===== src/rtl/dos_pkg.sv =====
// Constants and state type of the exception-storm guard.
// Referenced by scoped names only.

`default_nettype none

package dos_pkg;

  // Commit, fixed-latency unit, load, store, FPU and CSR
  localparam int unsigned NrExcSources  = 6;
  // Exception cycles tolerated before the core is halted
  localparam int unsigned ExcThreshold  = 4;
  localparam int unsigned ExcCountWidth = $clog2(ExcThreshold) + 1;

  typedef enum logic [0:0] {
    GUARD_COUNT = 1'b0,
    GUARD_HALT  = 1'b1
  } guard_state_e;

endpackage

`default_nettype wire


===== src/rtl/trace_pkg.sv =====
// Commit slot and trace record types shared by the commit monitor.
// Widths follow a 64-bit core with two commit ports.
// Referenced by scoped names from the RTL and the testbench.

`default_nettype none

package trace_pkg;

  // ------------------------------------------------------------
  // Widths and sizes
  // ------------------------------------------------------------
  localparam int unsigned NrCommitPorts = 2;
  localparam int unsigned XLen          = 64;
  localparam int unsigned VLen          = 64;
  localparam int unsigned InsnWidth     = 32;
  localparam int unsigned PcQueueDepth  = 16;
  // Set in the cause of an interrupt
  localparam int unsigned CauseIrqBit   = 63;

  // Mode as reported on the trace port
  typedef enum logic [1:0] {
    MODE_U = 2'b00,
    MODE_S = 2'b01,
    MODE_D = 2'b10,
    MODE_M = 2'b11
  } priv_mode_e;

  // Privilege level as delivered by the core
  typedef enum logic [1:0] {
    PRIV_LVL_U = 2'b00,
    PRIV_LVL_S = 2'b01,
    PRIV_LVL_M = 2'b11
  } priv_lvl_e;

  // ------------------------------------------------------------
  // Records
  // ------------------------------------------------------------
  typedef struct packed {
    logic            ack;
    logic            ex_valid;
    logic [XLen-1:0] cause;
    logic [XLen-1:0] tval;
    logic [VLen-1:0] pc;
  } commit_port_t;

  typedef struct packed {
    logic                 valid;
    logic                 exception;
    logic                 interrupt;
    logic [VLen-1:0]      iaddr;
    logic [InsnWidth-1:0] insn;
    logic [XLen-1:0]      cause;
    logic [InsnWidth-1:0] tval;
    priv_mode_e           mode;
  } trace_t;

endpackage

`default_nettype wire


===== src/rtl/commit_monitor_top.sv =====
// Commit-side observation unit of an in-order core.
// Combines the exception-storm guard, the per-port trace encoder,
// one retired-PC queue per commit port and the round-robin PC merge.
// All inputs are sampled on clk_i, all outputs are registered.

`default_nettype none

module commit_monitor_top (
  input  logic                                                    clk_i,
  input  logic                                                    rst_ni,
  input  trace_pkg::commit_port_t [trace_pkg::NrCommitPorts-1:0]  commit_i,
  input  logic [dos_pkg::NrExcSources-1:0]                        exc_valid_i,
  input  trace_pkg::priv_lvl_e                                    priv_lvl_i,
  input  logic                                                    debug_mode_i,
  output trace_pkg::trace_t [trace_pkg::NrCommitPorts-1:0]        trace_o,
  output logic                                                    halt_dos_o,
  output logic                                                    pc_valid_o,
  output logic [trace_pkg::VLen-1:0]                              pc_o
);

  // Queue to arbiter
  logic [trace_pkg::NrCommitPorts-1:0]                      pc_empty;
  logic [trace_pkg::NrCommitPorts-1:0][trace_pkg::VLen-1:0] pc_head;
  logic [trace_pkg::NrCommitPorts-1:0]                      pc_pop;

  // ------------------------------------------------------------
  // Exception-storm guard
  // ------------------------------------------------------------
  dos_guard i_dos_guard (
    .clk_i       ( clk_i       ),
    .rst_ni      ( rst_ni      ),
    .exc_valid_i ( exc_valid_i ),
    .halt_dos_o  ( halt_dos_o  )
  );

  // ------------------------------------------------------------
  // Trace port
  // ------------------------------------------------------------
  trace_encoder i_trace_encoder (
    .clk_i        ( clk_i        ),
    .rst_ni       ( rst_ni       ),
    .commit_i     ( commit_i     ),
    .priv_lvl_i   ( priv_lvl_i   ),
    .debug_mode_i ( debug_mode_i ),
    .trace_o      ( trace_o      )
  );

  // ------------------------------------------------------------
  // Retired PC queues and merge
  // ------------------------------------------------------------
  for (genvar i = 0; i < trace_pkg::NrCommitPorts; i++) begin : gen_pc_queue
    pc_queue #(
      .Depth ( trace_pkg::PcQueueDepth )
    ) i_pc_queue (
      .clk_i    ( clk_i       ),
      .rst_ni   ( rst_ni      ),
      .commit_i ( commit_i[i] ),
      .pop_i    ( pc_pop[i]   ),
      .empty_o  ( pc_empty[i] ),
      .pc_o     ( pc_head[i]  )
    );
  end

  pc_arbiter i_pc_arbiter (
    .clk_i      ( clk_i      ),
    .rst_ni     ( rst_ni     ),
    .empty_i    ( pc_empty   ),
    .head_pc_i  ( pc_head    ),
    .pop_o      ( pc_pop     ),
    .pc_valid_o ( pc_valid_o ),
    .pc_o       ( pc_o       )
  );

endmodule

`default_nettype wire


===== src/rtl/dos_guard.sv =====
// Exception-storm guard.
// Counts cycles with at least one valid exception source and raises
// halt_dos_o once the count reaches the threshold. The halt holds
// until reset.

`default_nettype none

module dos_guard (
  input  logic                             clk_i,
  input  logic                             rst_ni,
  input  logic [dos_pkg::NrExcSources-1:0] exc_valid_i,
  output logic                             halt_dos_o
);

  localparam logic [dos_pkg::ExcCountWidth-1:0] CountMax =
    dos_pkg::ExcCountWidth'(dos_pkg::ExcThreshold);

  logic                              exc_event;
  logic [dos_pkg::ExcCountWidth-1:0] count_d, count_q;
  dos_pkg::guard_state_e             state_d, state_q;

  // Several sources in one cycle still count once
  assign exc_event = |exc_valid_i;

  // Saturating event counter
  always_comb begin
    count_d = count_q;
    if (exc_event && (count_q < CountMax)) begin
      count_d = count_q + 1'b1;
    end
  end

  // ------------------------------------------------------------
  // Guard FSM
  // ------------------------------------------------------------
  always_comb begin
    state_d = state_q;
    case (state_q)
      dos_pkg::GUARD_COUNT: begin
        // Halt in the cycle after the threshold event
        if (count_d == CountMax) begin
          state_d = dos_pkg::GUARD_HALT;
        end
      end
      dos_pkg::GUARD_HALT: state_d = dos_pkg::GUARD_HALT;
      default: state_d = dos_pkg::GUARD_COUNT;
    endcase
  end

  always_ff @(posedge clk_i or negedge rst_ni) begin
    if (!rst_ni) begin
      count_q <= '0;
      state_q <= dos_pkg::GUARD_COUNT;
    end else begin
      count_q <= count_d;
      state_q <= state_d;
    end
  end

  assign halt_dos_o = (state_q == dos_pkg::GUARD_HALT);

endmodule

`default_nettype wire


===== src/rtl/pc_arbiter.sv =====
// Round-robin merge of the retired-PC queues.
// Grants the first non-empty queue at or after the pointer, pops it
// and moves the pointer past the winner. The granted PC leaves on
// pc_o one cycle later, qualified by pc_valid_o.

`default_nettype none

module pc_arbiter (
  input  logic                                                 clk_i,
  input  logic                                                 rst_ni,
  input  logic [trace_pkg::NrCommitPorts-1:0]                  empty_i,
  input  logic [trace_pkg::NrCommitPorts-1:0][trace_pkg::VLen-1:0] head_pc_i,
  output logic [trace_pkg::NrCommitPorts-1:0]                  pop_o,
  output logic                                                 pc_valid_o,
  output logic [trace_pkg::VLen-1:0]                           pc_o
);

  localparam int unsigned IdxWidth = $clog2(trace_pkg::NrCommitPorts);

  logic [IdxWidth-1:0]        ptr_q, ptr_d;
  logic [IdxWidth-1:0]        cand, gnt_idx;
  logic                       gnt_found;
  logic                       pc_valid_q;
  logic [trace_pkg::VLen-1:0] pc_q;

  // First non-empty queue at or after the pointer
  always_comb begin
    gnt_found = 1'b0;
    gnt_idx   = '0;
    cand      = '0;
    pop_o     = '0;
    for (int unsigned i = 0; i < trace_pkg::NrCommitPorts; i++) begin
      cand = IdxWidth'((32'(ptr_q) + i) % trace_pkg::NrCommitPorts);
      if (!gnt_found && !empty_i[cand]) begin
        gnt_found = 1'b1;
        gnt_idx   = cand;
      end
    end
    pop_o[gnt_idx] = gnt_found;
  end

  // Pointer moves one past the winner
  always_comb begin
    ptr_d = ptr_q;
    if (gnt_found) begin
      if (gnt_idx == IdxWidth'(trace_pkg::NrCommitPorts - 1)) begin
        ptr_d = '0;
      end else begin
        ptr_d = gnt_idx + 1'b1;
      end
    end
  end

  // ------------------------------------------------------------
  // Output stream
  // ------------------------------------------------------------
  always_ff @(posedge clk_i or negedge rst_ni) begin
    if (!rst_ni) begin
      ptr_q      <= '0;
      pc_valid_q <= 1'b0;
    end else begin
      ptr_q      <= ptr_d;
      pc_valid_q <= gnt_found;
    end
  end

  always_ff @(posedge clk_i) begin
    if (gnt_found) begin
      pc_q <= head_pc_i[gnt_idx];
    end
  end

  assign pc_valid_o = pc_valid_q;
  assign pc_o       = pc_q;

endmodule

`default_nettype wire


===== src/rtl/pc_queue.sv =====
// Retired-PC FIFO of one commit port.
// Pushes the PC of every slot that retires without an exception and
// drops the push when full. The head is shown combinationally and is
// valid while empty_o is low. Depth must be a power of two.

`default_nettype none

module pc_queue #(
  parameter int unsigned Depth = trace_pkg::PcQueueDepth
) (
  input  logic                         clk_i,
  input  logic                         rst_ni,
  input  trace_pkg::commit_port_t      commit_i,
  input  logic                         pop_i,
  output logic                         empty_o,
  output logic [trace_pkg::VLen-1:0]   pc_o
);

  localparam int unsigned PtrWidth = $clog2(Depth);

  logic [trace_pkg::VLen-1:0] mem_q [Depth];
  logic [PtrWidth-1:0]        wr_ptr_q, rd_ptr_q;
  logic [PtrWidth:0]          count_q;
  logic                       full;
  logic                       push, pop;

  assign full    = (count_q == (PtrWidth+1)'(Depth));
  assign empty_o = (count_q == '0);

  // Excepting slots carry no retired PC
  assign push = commit_i.ack & ~commit_i.ex_valid & ~full;
  assign pop  = pop_i & ~empty_o;

  // ------------------------------------------------------------
  // Pointers and fill count
  // ------------------------------------------------------------
  always_ff @(posedge clk_i or negedge rst_ni) begin
    if (!rst_ni) begin
      wr_ptr_q <= '0;
      rd_ptr_q <= '0;
      count_q  <= '0;
    end else begin
      if (push) begin
        wr_ptr_q <= wr_ptr_q + 1'b1;
      end
      if (pop) begin
        rd_ptr_q <= rd_ptr_q + 1'b1;
      end
      case ({push, pop})
        2'b10:   count_q <= count_q + 1'b1;
        2'b01:   count_q <= count_q - 1'b1;
        default: count_q <= count_q;
      endcase
    end
  end

  // Storage
  always_ff @(posedge clk_i) begin
    if (push) begin
      mem_q[wr_ptr_q] <= commit_i.pc;
    end
  end

  assign pc_o = mem_q[rd_ptr_q];

endmodule

`default_nettype wire


===== src/rtl/trace_encoder.sv =====
// Trace port encoder.
// Turns each commit slot into a trace record: retired instruction,
// exception or interrupt, with PC, instruction word, cause and mode.
// Records appear one cycle after the commit.

`default_nettype none

module trace_encoder (
  input  logic                                                   clk_i,
  input  logic                                                   rst_ni,
  input  trace_pkg::commit_port_t [trace_pkg::NrCommitPorts-1:0] commit_i,
  input  trace_pkg::priv_lvl_e                                   priv_lvl_i,
  input  logic                                                   debug_mode_i,
  output trace_pkg::trace_t [trace_pkg::NrCommitPorts-1:0]       trace_o
);

  trace_pkg::priv_mode_e                                mode;
  trace_pkg::trace_t [trace_pkg::NrCommitPorts-1:0]     trace_d, trace_q;

  // Debug mode overrides the privilege level
  always_comb begin
    if (debug_mode_i) begin
      mode = trace_pkg::MODE_D;
    end else begin
      case (priv_lvl_i)
        trace_pkg::PRIV_LVL_U: mode = trace_pkg::MODE_U;
        trace_pkg::PRIV_LVL_S: mode = trace_pkg::MODE_S;
        default:               mode = trace_pkg::MODE_M;
      endcase
    end
  end

  // ------------------------------------------------------------
  // Per-slot classification
  // ------------------------------------------------------------
  always_comb begin
    for (int unsigned i = 0; i < trace_pkg::NrCommitPorts; i++) begin
      trace_d[i].valid     = commit_i[i].ack & ~commit_i[i].ex_valid;
      trace_d[i].exception = commit_i[i].ack & commit_i[i].ex_valid &
                             ~commit_i[i].cause[trace_pkg::CauseIrqBit];
      trace_d[i].interrupt = commit_i[i].ack & commit_i[i].ex_valid &
                             commit_i[i].cause[trace_pkg::CauseIrqBit];
      trace_d[i].iaddr     = commit_i[i].pc;
      // tval holds the instruction word for retired slots
      trace_d[i].insn      = commit_i[i].tval[trace_pkg::InsnWidth-1:0];
      trace_d[i].cause     = commit_i[i].cause;
      trace_d[i].tval      = commit_i[i].tval[trace_pkg::InsnWidth-1:0];
      trace_d[i].mode      = mode;
    end
  end

  always_ff @(posedge clk_i or negedge rst_ni) begin
    if (!rst_ni) begin
      trace_q <= '0;
    end else begin
      trace_q <= trace_d;
    end
  end

  assign trace_o = trace_q;

endmodule

`default_nettype wire


===== config.mk =====
export PLATFORM = sky130hd
export DESIGN_NAME = commit_monitor_top
export DESIGN_NICKNAME = d
export VERILOG_FILES = /design/src/rtl/dos_pkg.sv /design/src/rtl/trace_pkg.sv /design/src/rtl/commit_monitor_top.sv /design/src/rtl/dos_guard.sv /design/src/rtl/pc_arbiter.sv /design/src/rtl/pc_queue.sv /design/src/rtl/trace_encoder.sv
export SDC_FILE = /design/constraint.sdc
export NUM_CORES = 2
export LEC_CHECK = 0
export BUFFER_PORTS_ARGS = -buffer_cell sky130_fd_sc_hd__buf_2
export CORE_AREA = 10 10 464 466
export CTS_CLUSTER_SIZE = 40
export DETAILED_ROUTE_END_ITERATION = 12
export DIE_AREA = 0 0 474 476
export PLACE_DENSITY = 0.68
export SLEW_MARGIN = 20
export SYNTH_ARGS = -nofsm -noshare
export SYNTH_HDL_FRONTEND = slang
export SYNTH_SLANG_ARGS = --single-unit

===== constraint.sdc =====
create_clock -name clk_i -period 8 [get_ports clk_i]
set_input_delay 0.4 -clock clk_i [delete_from_list [all_inputs] [get_ports clk_i]]
set_output_delay 0.4 -clock clk_i [all_outputs]
set_load 0.005 [all_outputs]

Word-level counts from Yosys, hierarchy flattened
Memory sizes are Yosys's and may differ from the RTL's.
Index checks and enable logic that the tools add are counted.
- multiplexer cells: 24
- equal/unequal tests: 8
- bitwise operators: 22
- $lt $le $gt $ge: 5
- reductions and logical operators: 10
- add/sub/neg operators: 11
- operators with widths (kind ; number):
    64-bit 2-to-1 mux ; 2
    5-bit one-hot mux with 2 select lines ; 2
    4-bit by 1-bit adder with 4-bit output (second input constant) ; 4
    1-bit 2-to-1 mux ; 15
    1-bit bitwise AND ; 12
    5-bit by 1-bit adder with 5-bit output (second input constant) ; 2
    5-bit == test (second input constant) ; 2
    5-bit zero test ; 2
    5-bit by 1-bit subtractor with 5-bit output (second input constant) ; 2
    1-bit inverter ; 9
    2-bit by 1-bit == test with 1-bit output (second input constant) ; 3
    1-bit by 2-bit less-than comparator with 1-bit output (second input constant) ; 3
    6-bit OR reduction ; 1
    2-bit == test (second input constant) ; 2
    2-bit one-hot mux with 2 select lines ; 1
    2-bit nonzero test ; 2
    3-bit by 1-bit adder with 3-bit output (second input constant) ; 1
    3-bit == test (second input constant) ; 1
    1-bit logical AND ; 3
    3-bit less-than comparator (second input constant) ; 1
    3-bit 2-to-1 mux ; 1
    1-bit adder (second input constant) ; 2
    2-bit bitwise AND ; 1
    2-bit zero test ; 1
    other kinds (5) ; 5
- memories kept: 2
- word-level logic and storage cells: 106
- input bits: 399
- bits in writable memories: 2048
- register bits: 424
- output and inout bits: 460
- memory list (memory ; depth ; bits a word ; read ports ; clocked after Yosys merged registers in ; wr ports ; line ; text):
    gen_pc_queue[0].i_pc_queue.mem_q ; 16 ; 64 ; 1 ; 0 ; 1 ; pc_queue.sv:21 ; logic [trace_pkg::VLen-1:0] mem_q [Depth];
    gen_pc_queue[1].i_pc_queue.mem_q ; 16 ; 64 ; 1 ; 0 ; 1 ; pc_queue.sv:21 ;

Depth between registers and ports, before layout
- depth after elaboration: 14
- mapped depth: 12
- gate-level depth less buffers: 12

Hierarchy
From an unflattened synthesis, not the netlist that was laid out.
- cells, all modules: 4540
- area, all modules: 92104.6 um2
- modules (own cells, without submodules) (module ; cells an instance ; area an instance (um2) ; instances ; seq. area each (um2)):
    pc_queue ; 1989 ; 40057.2 ; 2 ; 31074.8
    trace_encoder ; 402 ; 8762.2 ; 1 ; 8207.9
    pc_arbiter ; 144 ; 3031.7 ; 1 ; 1971.9
    dos_guard ; 16 ; 196.4 ; 1 ; 100.1

Least setup slack after synthesis
No wires, ideal clock.
- path kind: input port to flip-flop
- start point: input commit_i[193] (netlist bit)
- end point: memory gen_pc_queue[0].i_pc_queue.mem_q[3][0] (netlist bit) (enable)
- buffers on the path: 0
- setup slack: 1.864 ns
- library setup time: 0.564 ns
- data arrival time: 5.572 ns
- stages: 4
- required time: 7.436 ns
- cells stage by stage: nor2b_1 a21boi_1 nand2_1 nor3_1
- word-level cells in the longest chain between the ends: 4
- RTL lines (item ; line ; text):
    start: declaration ; commit_monitor_top.sv:11 ; input trace_pkg::commit_port_t [trace_pkg::NrCommitPorts-1:0] commit_i,
    1-bit bitwise AND (2 in a row) ; pc_queue.sv:31 ; assign push = commit_i.ack & ~commit_i.ex_valid & ~full;
    1-bit 2-to-1 mux ; pc_queue.sv:59 ; if (push) begin
    1-bit 2-to-1 mux (implied by the code) ; pc_queue.sv:60 ; mem_q[wr_ptr_q] <= commit_i.pc;
    end: declaration ; pc_queue.sv:21 ;
Every way passes these cells.

==> impl_metrics.env <==
export IMPL_tightest_slew_ps=1142
export IMPL_skew_ps=71.26
export IMPL_drv_slew=0
export IMPL_die_h_um=476
export IMPL_clock_latency_ps=900
export IMPL_coreArea_sq_mm=0.2060
export IMPL_grt_pass1_wl_mm=338.1
export IMPL_layout_commonest_cell="edfxtp_1"
export IMPL_power_density_mw_per_mm2=329.7
export IMPL_cp_arrival_ps=4330
export IMPL_antenna_left=0
export IMPL_die_area_sq_mm=0.2256
export IMPL_synth_async_reset_ratio_pct=14.56
export IMPL_routed_wl_mm=237.4
export IMPL_drt_first_pass_iters=5
export IMPL_cts_buffer_depth=3
export IMPL_critical_path_required_ps=8500
export IMPL_crit_family="simple AND/OR/NAND/NOR gates"
export IMPL_dpl_cell_count=7191
export IMPL_period_share_pct=47.83
export IMPL_final_hold_viol_count=0
export IMPL_hp_class="in -> reg"
export IMPL_ys_ff_latch=2472
export IMPL_gr_total_overflow=0
export IMPL_cts_tree="done"
export IMPL_initial_utilization_pct=43.69
export IMPL_synth_ff_type="edfxtp_1"
export IMPL_antenna_found_initial=29
export IMPL_cp_end_kind="flop"
export IMPL_die_x_um=474
export IMPL_cp_start_kind="input pin"
export IMPL_crit_slowest_cell="nor2_4"
export IMPL_io_pin_count=859
export IMPL_setup_viol=0
export IMPL_rsz0062_at_grt="no"
export IMPL_clk_pin_slew_ps=60
export IMPL_grt_pass1_vias=47490
export IMPL_synth_nets=4296
export IMPL_gr_usage_all_layers_pct=20.74
export IMPL_ys_seq_area_share_pct=80.46
export IMPL_crit_chain="dlygate4sd3_1 > buf_2 > nor2b_1 > a21boi_1 > nand2_1 > nor2_4 > buf_4"
export IMPL_cts_setup_buffers=0
export IMPL_max_slew_margin_rel_pct=23.88
export IMPL_syn_area_per_cell_sq_um=23.22
export IMPL_syn_to_final_growth_pct=20.39
export IMPL_cts_buffers=241
export IMPL_vias=45090
export IMPL_synth_edf_count=2112
export IMPL_rows=167
export IMPL_critPathKind="in -> reg"
export IMPL_drive_above_1_share_pct=34.35
export IMPL_cpPeakStageDelay_ps=930
export IMPL_finalCoreUtilization_pct=52.60
export IMPL_yosys_warnings=0
export IMPL_min_period_ps=3826
export IMPL_grt_max_degree=126
export IMPL_yosys_cell_types_count=37
export IMPL_cts_htree_levels=4
export IMPL_fmax_mhz=261.3
export IMPL_crit_buf_inv=3
export IMPL_routedWlPerCell_um=29.69
export IMPL_drc=0
export IMPL_clockRootBuffer="clkbuf_16"
export IMPL_port_buffers=794
export IMPL_maxCapViolCount=0
export IMPL_postCtsResizedCells=0
export IMPL_syn_inst=3876
export IMPL_dp_hpwl_mm=135.1
export IMPL_clock_sinks=2472
export IMPL_vias_per_cell=5.639
export IMPL_path_max_fanout=41
export IMPL_drtIter0Drc=4694
export IMPL_place_gp_congestion=0.8839
export IMPL_fin_setup_tns_ps=0
export IMPL_peakVddDrop_mv=0.3718
export IMPL_hold_buffers=333
export IMPL_run_status="finished, final reports clean"
export IMPL_synth_cell_area_sq_mm=0.09002
export IMPL_fin_nets=5484
export IMPL_power_leakage_nw=37.14
export IMPL_mostFrequentLayoutCells="edfxtp_1 (2112), buf_2 (793), mux4_2 (512)"
export IMPL_fin_cells=7996
final timing paths:
check                                                                   start                                                  to  slack [ps]  depth (start not counted)
min                                                            exc_valid_i[1]                    i_dos_guard.count_q[0]$_DFF_PN0_          80                          4
min in group asynchronous                                              rst_ni               i_trace_encoder.trace_o[69]$_DFF_PN0_         160                          2
min reg2reg                                  i_dos_guard.halt_dos_o$_DFF_PN0_                    i_dos_guard.halt_dos_o$_DFF_PN0_         470                          1
max reg2reg                gen_pc_queue[0].i_pc_queue.rd_ptr_q[1]$_DFFE_PN0P_                     i_pc_arbiter.pc_o[42]$_DFFE_PN_        4230                          5
max                                                             commit_i[386]  gen_pc_queue[1].i_pc_queue.mem_q[11][23]$_DFFE_PP_        4170                          7
max in group asynchronous                                              rst_ni                    i_dos_guard.count_q[2]$_DFF_PN0_        6030                          4
flip-flops by register name (all words and copies together) (netlist names):
register                          cells
gen_pc_queue.i_pc_queue.mem_q      2048
gen_pc_queue.i_pc_queue.rd_ptr_q      8
i_pc_arbiter.pc_valid_o               1
i_pc_arbiter.pc_o                    64
i_dos_guard.count_q                   3
i_pc_arbiter.ptr_q                    1
gen_pc_queue.i_pc_queue.wr_ptr_q      8
i_dos_guard.halt_dos_o                1
i_trace_encoder.trace_o             328
gen_pc_queue.i_pc_queue.count_q      10
power by group:
| part | switching, mW | total [mW] | internal (mW) |
|---|---|---|---|
| clock network | 4.93 | 11.4 | 6.44 |
| registers | 0.633 | 15.7 | 15.0 |
| logic | 4.92 | 8.71 | 3.78 |
| total | 10.5 | 35.7 | 25.2 |
cell usage after synthesis, types with 2 or more instances:
cell / number / area [sq um]
a21o_1: 3 / 22.52
a211oi_1: 64 / 480.5
nor4_1: 2 / 12.51
xnor2_1: 13 / 113.9
nand4_1: 4 / 25.02
nor2_1: 30 / 112.6
buf_6: 4 / 45.04
mux2i_1: 65 / 650.6
xor2_1: 8 / 70.07
ha_1: 19 / 237.7
inv_1: 14 / 52.55
nand2_1: 27 / 101.4
clkbuf_1: 73 / 274.0
mux4_2: 512 / 11530
nor2b_1: 71 / 444.2
edfxtp_1: 2112 / 63420
buf_1: 19 / 71.32
dfrtp_1: 360 / 9009
nand2b_1: 6 / 37.54
buf_4: 96 / 720.7
a2111oi_0: 64 / 560.5
and2_1: 2 / 12.51
a21oi_1: 6 / 30.03
a22oi_1: 128 / 960.9
o21ai_0: 11 / 55.05
mux2_2: 2 / 22.52
fa_1: 2 / 40.04
and3_1: 68 / 425.4
buf_2: 72 / 360.4
a21boi_1: 2 / 15.01
nor3_1: 11 / 55.05
kinds of logic after synthesis:
kind of cell	synth area share [%]
DFF	80.46
muxes	13.56
buffers and inverters	1.697
xor gates and xnor gates	0.2043
and+or+nand+nor	1.401
AOI/OAI and AO/OA	2.370
adders and majority gates	0.3086
per-layer routing:
metal,share of wire (%),vias to the layer above,global-route usage (%)
li1,-,18530,-
met1,41,24190,28.91
met2,47,2015,32.50
met3,8.9,350,5.022
met4,3.0,8,6.551
met5,0.023,-,0
layout make-up:
cell class	count	area (sq um)
fill	15840	97650
sequential	2472	72450
multi-input combinational	1125	16320
timing repair buffer	1209	8065
clock buffer	318	6623
tap	2704	3383
clock inverter	142	1444
inverter	15	56.30
antenna	11	27.53
worst reg2reg max path: stages (launching register included):
cell and delay [ps]:
dfrtp_1 540, nor2b_4 840, buf_4 750, a22oi_1 190
and3_1 320, a211oi_1 810
per-stage QoR:
step                total power [mW]  setup WS [ps]  cell area [sq um]  hold slack [ps]
global placement               24.51           3888              96920            449.7
floorplan                      21.40           1864              90020            104.4
finish                         35.73           4174             108400            77.13
detailed placement             24.60           3872              96920            457.7
CTS                            36.13           4195             108300            14.36
global route                   37.14           4032             108400            92.99
(Power assumes the default switching activity.)
